### src/include/sema_macros.svh
`ifndef SEMA_MACROS_SVH
`define SEMA_MACROS_SVH

// ============================================================
// Semaphore bank geometry
// ============================================================

// Number of semaphores in the bank, one per index value
`define SEMA_COUNT 256
// Index field taken from address bits 11:4
`define SEMA_IDX_W 8
// Every semaphore holds an eight-bit count
`define SEMA_CNT_W 8
// Step amount taken from address bits 3:0
`define SEMA_AMT_W 4

// ============================================================
// AXI4-Lite widths
// ============================================================

// Bit 12 selects direct access, bits 11:0 carry index and amount
`define SEMA_ADDR_W 13
`define SEMA_DATA_W 32

`endif
### src/verilog/sema_pkg.sv
`include "sema_macros.svh"

package sema_pkg;

	// Vector types for the fields that carry a meaning
	typedef logic [`SEMA_IDX_W-1:0]  sema_idx_t;
	typedef logic [`SEMA_CNT_W-1:0]  sema_cnt_t;
	typedef logic [`SEMA_AMT_W-1:0]  sema_amt_t;
	typedef logic [`SEMA_ADDR_W-1:0] axil_addr_t;
	typedef logic [`SEMA_DATA_W-1:0] axil_data_t;

	// Operation decoded from the mode bit and the bus direction
	// TAKE and PEEK come from reads, GIVE and LOAD from writes
	typedef enum logic [1:0] {
		SEMA_TAKE,
		SEMA_GIVE,
		SEMA_PEEK,
		SEMA_LOAD
	} sema_op_e;

	// One atomic operation sent from the bus front end to the storage
	typedef struct packed {
		logic      valid;
		sema_op_e  op;
		sema_idx_t idx;
		sema_amt_t amt;
		sema_cnt_t load_val;
	} sema_req_t;

	// Answer from the storage, one cycle after the request
	typedef struct packed {
		logic      valid;
		sema_cnt_t old_cnt;
	} sema_rsp_t;

	// Bus front end states
	typedef enum logic [1:0] {
		ST_IDLE,
		ST_EXEC,
		ST_WRSP,
		ST_RRSP
	} slv_state_e;

endpackage

### src/verilog/sema_top.sv
`timescale 1ns/1ns

module sema_top (
	input  logic                 clk_i,
	input  logic                 arst_n_i,
	input  logic                 s_awvalid_i,
	output logic                 s_awready_o,
	input  sema_pkg::axil_addr_t s_awaddr_i,
	input  logic                 s_wvalid_i,
	output logic                 s_wready_o,
	input  sema_pkg::axil_data_t s_wdata_i,
	output logic                 s_bvalid_o,
	input  logic                 s_bready_i,
	input  logic                 s_arvalid_i,
	output logic                 s_arready_o,
	input  sema_pkg::axil_addr_t s_araddr_i,
	output logic                 s_rvalid_o,
	input  logic                 s_rready_i,
	output sema_pkg::axil_data_t s_rdata_o
);

	// Request and response between the bus front end and the storage
	sema_pkg::sema_req_t req;
	sema_pkg::sema_rsp_t rsp;

	// Bus front end, one transaction at a time
	sema_axil_slave u_slave (
		.clk_i       (clk_i),
		.arst_n_i    (arst_n_i),
		.s_awvalid_i (s_awvalid_i),
		.s_awready_o (s_awready_o),
		.s_awaddr_i  (s_awaddr_i),
		.s_wvalid_i  (s_wvalid_i),
		.s_wready_o  (s_wready_o),
		.s_wdata_i   (s_wdata_i),
		.s_bvalid_o  (s_bvalid_o),
		.s_bready_i  (s_bready_i),
		.s_arvalid_i (s_arvalid_i),
		.s_arready_o (s_arready_o),
		.s_araddr_i  (s_araddr_i),
		.s_rvalid_o  (s_rvalid_o),
		.s_rready_i  (s_rready_i),
		.s_rdata_o   (s_rdata_o),
		.req_o       (req),
		.rsp_i       (rsp)
	);

	// Count storage and saturating update
	sema_array u_array (
		.clk_i    (clk_i),
		.arst_n_i (arst_n_i),
		.req_i    (req),
		.rsp_o    (rsp)
	);

endmodule

### src/verilog/sema_array.sv
`timescale 1ns/1ns
`include "sema_macros.svh"

module sema_array (
	input  logic                clk_i,
	input  logic                arst_n_i,
	input  sema_pkg::sema_req_t req_i,
	output sema_pkg::sema_rsp_t rsp_o
);

	// ============================================================
	// Storage
	// ============================================================

	// One count per semaphore, contents are undefined until loaded
	sema_pkg::sema_cnt_t mem_q [`SEMA_COUNT];

	// Count addressed by the current request
	sema_pkg::sema_cnt_t cur_cnt;
	// Value that goes back into the same entry
	sema_pkg::sema_cnt_t new_cnt;

	// One extra bit catches the carry or the borrow
	logic [`SEMA_CNT_W:0] amt_ext;
	logic [`SEMA_CNT_W:0] inc_sum;
	logic [`SEMA_CNT_W:0] dec_diff;

	// Response registers
	logic                rsp_vld_q;
	sema_pkg::sema_cnt_t old_cnt_q;

	assign cur_cnt = mem_q[req_i.idx];

	// ============================================================
	// Saturating arithmetic
	// ============================================================

	// Step amount widened to the arithmetic width
	assign amt_ext  = {{(`SEMA_CNT_W + 1 - `SEMA_AMT_W){1'b0}}, req_i.amt};
	assign inc_sum  = {1'b0, cur_cnt} + amt_ext;
	assign dec_diff = {1'b0, cur_cnt} - amt_ext;

	always_comb begin
		case (req_i.op)
			// Borrow out of the top bit means the take went below zero
			sema_pkg::SEMA_TAKE: begin
				if (dec_diff[`SEMA_CNT_W])
					new_cnt = '0;
				else
					new_cnt = dec_diff[`SEMA_CNT_W-1:0];
			end
			// Carry out means the give passed the top, so pin at all ones
			sema_pkg::SEMA_GIVE: begin
				if (inc_sum[`SEMA_CNT_W])
					new_cnt = '1;
				else
					new_cnt = inc_sum[`SEMA_CNT_W-1:0];
			end
			// A peek writes the same value back
			sema_pkg::SEMA_PEEK: new_cnt = cur_cnt;
			// Direct write replaces the count outright
			sema_pkg::SEMA_LOAD: new_cnt = req_i.load_val;
			default:             new_cnt = cur_cnt;
		endcase
	end

	// ============================================================
	// Read-modify-write
	// ============================================================

	// The old value is sampled and the new one stored on the same edge
	// so no other access can fall between the read and the write back
	always_ff @(posedge clk_i) begin
		if (req_i.valid) begin
			mem_q[req_i.idx] <= new_cnt;
			old_cnt_q        <= cur_cnt;
		end
	end

	// Response pulse follows each request by exactly one cycle
	always_ff @(posedge clk_i or negedge arst_n_i) begin
		if (!arst_n_i)
			rsp_vld_q <= 1'b0;
		else
			rsp_vld_q <= req_i.valid;
	end

	assign rsp_o = '{
		valid:   rsp_vld_q,
		old_cnt: old_cnt_q
	};

endmodule

### src/verilog/sema_axil_slave.sv
`timescale 1ns/1ns
`include "sema_macros.svh"

module sema_axil_slave (
	input  logic                 clk_i,
	input  logic                 arst_n_i,
	// Write address and write data channels
	input  logic                 s_awvalid_i,
	output logic                 s_awready_o,
	input  sema_pkg::axil_addr_t s_awaddr_i,
	input  logic                 s_wvalid_i,
	output logic                 s_wready_o,
	input  sema_pkg::axil_data_t s_wdata_i,
	// Write response channel, always OKAY
	output logic                 s_bvalid_o,
	input  logic                 s_bready_i,
	// Read address and read data channels
	input  logic                 s_arvalid_i,
	output logic                 s_arready_o,
	input  sema_pkg::axil_addr_t s_araddr_i,
	output logic                 s_rvalid_o,
	input  logic                 s_rready_i,
	output sema_pkg::axil_data_t s_rdata_o,
	// Request to and response from the semaphore array
	output sema_pkg::sema_req_t  req_o,
	input  sema_pkg::sema_rsp_t  rsp_i
);

	sema_pkg::slv_state_e state_q;
	sema_pkg::slv_state_e state_d;

	logic wr_hs;
	logic rd_hs;
	logic op_is_wr;

	// Address of the transaction being accepted, write takes priority
	sema_pkg::axil_addr_t acc_addr;
	sema_pkg::sema_op_e   acc_op;

	// Request registers, the valid bit is the only control part
	logic                req_vld_q;
	sema_pkg::sema_op_e  op_q;
	sema_pkg::sema_idx_t idx_q;
	sema_pkg::sema_amt_t amt_q;
	sema_pkg::sema_cnt_t load_q;

	// Old count returned on the R channel
	sema_pkg::sema_cnt_t rdata_q;

	// ============================================================
	// Handshakes
	// ============================================================

	// AW and W are taken together so a write always has both halves
	assign s_awready_o = (state_q == sema_pkg::ST_IDLE) && s_awvalid_i && s_wvalid_i;
	assign s_wready_o  = s_awready_o;

	// A read waits while any half of a write is presented
	assign s_arready_o = (state_q == sema_pkg::ST_IDLE) && s_arvalid_i
		&& !s_awvalid_i && !s_wvalid_i;

	assign wr_hs = s_awready_o;
	assign rd_hs = s_arready_o;

	// Bit 12 picks direct access, the direction picks the pair member
	assign acc_addr = wr_hs ? s_awaddr_i : s_araddr_i;
	always_comb begin
		if (acc_addr[`SEMA_ADDR_W-1])
			acc_op = wr_hs ? sema_pkg::SEMA_LOAD : sema_pkg::SEMA_PEEK;
		else
			acc_op = wr_hs ? sema_pkg::SEMA_GIVE : sema_pkg::SEMA_TAKE;
	end

	// GIVE and LOAD came in as writes and answer on the B channel
	assign op_is_wr = (op_q == sema_pkg::SEMA_GIVE) || (op_q == sema_pkg::SEMA_LOAD);

	// ============================================================
	// FSM
	// ============================================================

	always_comb begin
		state_d = state_q;
		case (state_q)
			sema_pkg::ST_IDLE: if (wr_hs || rd_hs) state_d = sema_pkg::ST_EXEC;
			// The array answers one cycle after the request pulse
			sema_pkg::ST_EXEC: begin
				if (rsp_i.valid)
					state_d = op_is_wr ? sema_pkg::ST_WRSP : sema_pkg::ST_RRSP;
			end
			sema_pkg::ST_WRSP: if (s_bready_i) state_d = sema_pkg::ST_IDLE;
			sema_pkg::ST_RRSP: if (s_rready_i) state_d = sema_pkg::ST_IDLE;
			default: state_d = sema_pkg::ST_IDLE;
		endcase
	end

	always_ff @(posedge clk_i or negedge arst_n_i) begin
		if (!arst_n_i) begin
			state_q   <= sema_pkg::ST_IDLE;
			req_vld_q <= 1'b0;
		end else begin
			state_q <= state_d;
			// Single pulse, raised only on the accepting edge
			req_vld_q <= wr_hs || rd_hs;
		end
	end

	// Request payload is latched once per accepted transaction
	always_ff @(posedge clk_i) begin
		if (wr_hs || rd_hs) begin
			op_q   <= acc_op;
			idx_q  <= acc_addr[`SEMA_AMT_W +: `SEMA_IDX_W];
			amt_q  <= acc_addr[`SEMA_AMT_W-1:0];
			load_q <= s_wdata_i[`SEMA_CNT_W-1:0];
		end
	end

	// Read data is held through any R channel back-pressure
	always_ff @(posedge clk_i) begin
		if ((state_q == sema_pkg::ST_EXEC) && rsp_i.valid && !op_is_wr)
			rdata_q <= rsp_i.old_cnt;
	end

	assign req_o = '{
		valid:    req_vld_q,
		op:       op_q,
		idx:      idx_q,
		amt:      amt_q,
		load_val: load_q
	};

	assign s_bvalid_o = (state_q == sema_pkg::ST_WRSP);
	assign s_rvalid_o = (state_q == sema_pkg::ST_RRSP);
	// Count sits in the low byte, upper bits read as zero
	assign s_rdata_o  = sema_pkg::axil_data_t'(rdata_q);

endmodule

### config.mk
export PLATFORM = sky130hd
export DESIGN_NAME = sema_top
export DESIGN_NICKNAME = d
export VERILOG_FILES = /design/src/verilog/sema_pkg.sv /design/src/verilog/sema_top.sv /design/src/verilog/sema_array.sv /design/src/verilog/sema_axil_slave.sv
export VERILOG_INCLUDE_DIRS = /design/src /design/src/include
export SDC_FILE = /design/constraint.sdc
export NUM_CORES = 2
export LEC_CHECK = 0
export ABC_AREA = 1
export BUFFER_PORTS_ARGS = -buffer_cell sky130_fd_sc_hd__buf_2
export CORE_MARGIN = 10
export CORE_UTILIZATION = 55
export DETAILED_ROUTE_END_ITERATION = 8
export PLACE_DENSITY_LB_ADDON = 0.15
export SLEW_MARGIN = 20
export SYNTH_ARGS = -nofsm -noshare
export SYNTH_HDL_FRONTEND = slang
export SYNTH_SLANG_ARGS = --single-unit
### constraint.sdc
create_clock -name clk_i -period 17.5 [get_ports clk_i]
set_input_delay 1.75 -clock clk_i [delete_from_list [all_inputs] [get_ports clk_i]]
set_output_delay 1.75 -clock clk_i [all_outputs]
set_load 0.1 [all_outputs]
==> results.json <==
{
  "outcome": "complete, no violations",
  "drc_errors": 0,
  "grt_pass1_vias": 51797,
  "design_area_um2": 92600,
  "num_vias": 55124,
  "final_antenna_net_count": 0,
  "multiInputGateArea_um2": 19600,
  "fin_crit_sh": 0.504,
  "relSlewSlack": 0.238,
  "mostFrequentLayoutCells": "edfxtp_1 (2086), nand2_1 (1412), nand3_1 (1271)",
  "cts_tree": "yes",
  "slew_viol_final": 0,
  "p_leak_nw": 31.0,
  "cts-htree-levels": 4,
  "dieArea_um2": 171000,
  "hpwl_mm": 120,
  "ff_latch_area_um2": 62900,
  "grt_pass1_wl_mm": 332,
  "root_buffer": "clkbuf_16",
  "maxClockFrequency_ghz": 0.113,
  "synthToLayoutAreaGrowth_pct": 8.52,
  "cts_sinks": 2098,
  "worst_setup_path_start_kind": "flip-flop",
  "fillers": 12187,
  "synth-seq-cells": 2098,
  "clock_skew_ps": 36.4,
  "crit_type": "reg2reg",
  "hold_violations": 0,
  "worstHoldPathType": "reg2reg",
  "tns_ps": 0,
  "post_cts_resized": 0,
  "cts-buffers-inserted": 206,
  "grt_max_degree": 225,
  "clock_latency_ps": 850,
  "setup_slack_ps": 8680,
  "drtIter0Drc": 6997,
  "routed_via_density": 6.06,
  "vdd_drop_max_mv": 0.277,
  "numPortBuffers": 53,
  "drive_gt1_frac": 0.0611,
  "wl_mm": 224,
  "place_inst": 8724,
  "syn_area_um2": 85400,
  "hold_buffers": 0,
  "nets": 6964,
  "rsz0062_at_grt": "no",
  "worstPathRequired_ps": 18050,
  "core-area_um2": 154000,
  "worstMarginPinSlew_ps": 1140,
  "utilization": 0.601,
  "antenna_found_initial": 7,
  "synth_cell_types": 36,
  "gr-total-overflow": 0,
  "fp.dieW_um": 414,
  "end_kind": "flip-flop",
  "dr.pass1.iters": 6,
  "maxCapViolCount": 0,
  "hp-start": "u_array.old_cnt_q[1]",
  "ios": 102,
  "powerDensity_nw_per_um2": 173,
  "grt.total_usage": 0.257,
  "dpl_cell_area_um2": 86500,
  "chipHeight_um": 414,
  "finalSetupViolations": 0,
  "final_cell_count_no_fill": 9101,
  "period_needed_ps": 8820,
  "worst_ep_arrival_time_ps": 9370,
  "post-place-ws_ps": 8790,
  "clk_pin_slew_ps": 60,
  "post_cts_buffers": 0,
  "seq_area_frac_synth": 0.737,
  "rows": 144,
  "layout_commonest_cell": "edfxtp_1",
  "clockBufferDepth": 3,
  "synth_warnings": 0,
  "critPathMaxFanout": 164,
  "syn-instance-count": 7032,
  "wl_per_cell_um": 24.6,
  "gp_congestion": 0.865,
  "synth.avg_cell_area_um2": 12.1,
  "floorplan.initialDensity": 0.554
}
[cell families after synthesis]
kind of cell,synth area share
other cells,0.0000439
buf+inv,0.0353
xor+xnor,0.000718
compound gates,0.0513
simple gates,0.174
flops,0.737
fa+ha+maj,0.00164
[final cells by class]
| class | instances | share of cell area |
|---|---|---|
| antenna | 5 | 0.000135 |
| clock buffer | 269 | 0.0589 |
| clock inverter | 102 | 0.00731 |
| inverter | 72 | 0.00338 |
| multi-input combinational | 4372 | 0.212 |
| sequential | 2098 | 0.679 |
| tap | 2044 | 0.0276 |
| timing repair buffer | 139 | 0.0116 |
[routing by layer]
layer  share of wire  global-route usage  up-vias
met1            0.41               0.362    27246
li1                -                   -    24959
met4           0.034              0.0940        6
met2            0.47               0.401     2497
met3           0.088              0.0467      416
met5         0.00017                   0        -
[cell usage after synthesis]
library cell	n	area (um2)
a21boi_4	1	18.8
a21o_1	1	7.51
a21oi_1	7	35.0
a31oi_1	1	6.26
and2_1	3	18.8
buf_1	57	214
buf_2	169	846
buf_4	110	826
buf_6	24	270
buf_8	1	15.0
clkbuf_1	152	571
conb_1	1	3.75
dfrtp_1	4	100
dfxtp_1	8	160
edfxtp_1	2086	62600
fa_1	2	40.0
ha_1	8	100
inv_1	68	255
inv_2	2	7.51
inv_4	2	12.5
nand2_1	1419	5330
nand2_2	6	37.5
nand3_1	1276	6390
nand4_1	2	12.5
nor2_1	815	3060
nor2_2	2	12.5
nor3_1	2	10.0
o21ai_0	528	2640
o21ai_1	4	20.0
o21bai_1	2	15.0
o22ai_1	258	1610
o311ai_0	1	8.76
o31ai_1	2	15.0
or2_2	1	6.26
xnor2_1	2	17.5
xor2_1	5	43.8
[state kept, by name, summed over array words and instances (netlist names), named ones only]
name / count
u_slave.state_q: 2
u_slave.amt_q: 4
u_array.mem_q: 2048
u_array.rsp_vld_q: 1
u_slave.req_vld_q: 1
u_slave.op_q: 2
u_slave.idx_q: 8
u_slave.load_q: 8
u_slave.rdata_q: 8
u_array.old_cnt_q: 8
[power by group]
| group | internal, mW | switching [mW] |
|---|---|---|
| Clock | 2.26 | 1.85 |
| Sequential | 7.01 | 0.0744 |
| Combinational | 0.944 | 3.86 |
[critical path: stages (launching register included)]
cell and delay [ps]:
dfxtp_4 690, buf_12 580, buf_12 470, buf_4 670
o21ai_0 200, o22ai_1 200, nand2_1 70, nand3_1 170
nand3_1 210, nand3_1 230, nand3_1 210, nand3_1 440
nand2_1 170, inv_1 130, ha_1 140, inv_1 50
fa_1 400, o31ai_1 370, nand2_1 170, nor2_2 130
nand2_2 120, nand2_1 80, a21oi_1 90, nand2_4 510
buf_4 940, buf_4 660
[worst paths after layout]
check	endpoint	slack, ps	depth (start not counted)
max	u_array.mem_q[184][1]	8680	25
min	u_slave.rdata_q[1]	420	0
max reg2reg	u_array.mem_q[184][1]	8680	25
min reg2reg	u_slave.rdata_q[1]	420	0
max in group asynchronous	u_slave.req_vld_q	16660	1
min in group asynchronous	u_slave.state_q[0]	710	1
[stage by stage]
step                power, mW  hold WS [ps]
finish                   16.0           415
global route             16.6           422
CTS                      16.0           417
detailed placement       11.9           405
global placement         11.8           405
floorplan                10.6           400
(Power assumes the default switching activity.)
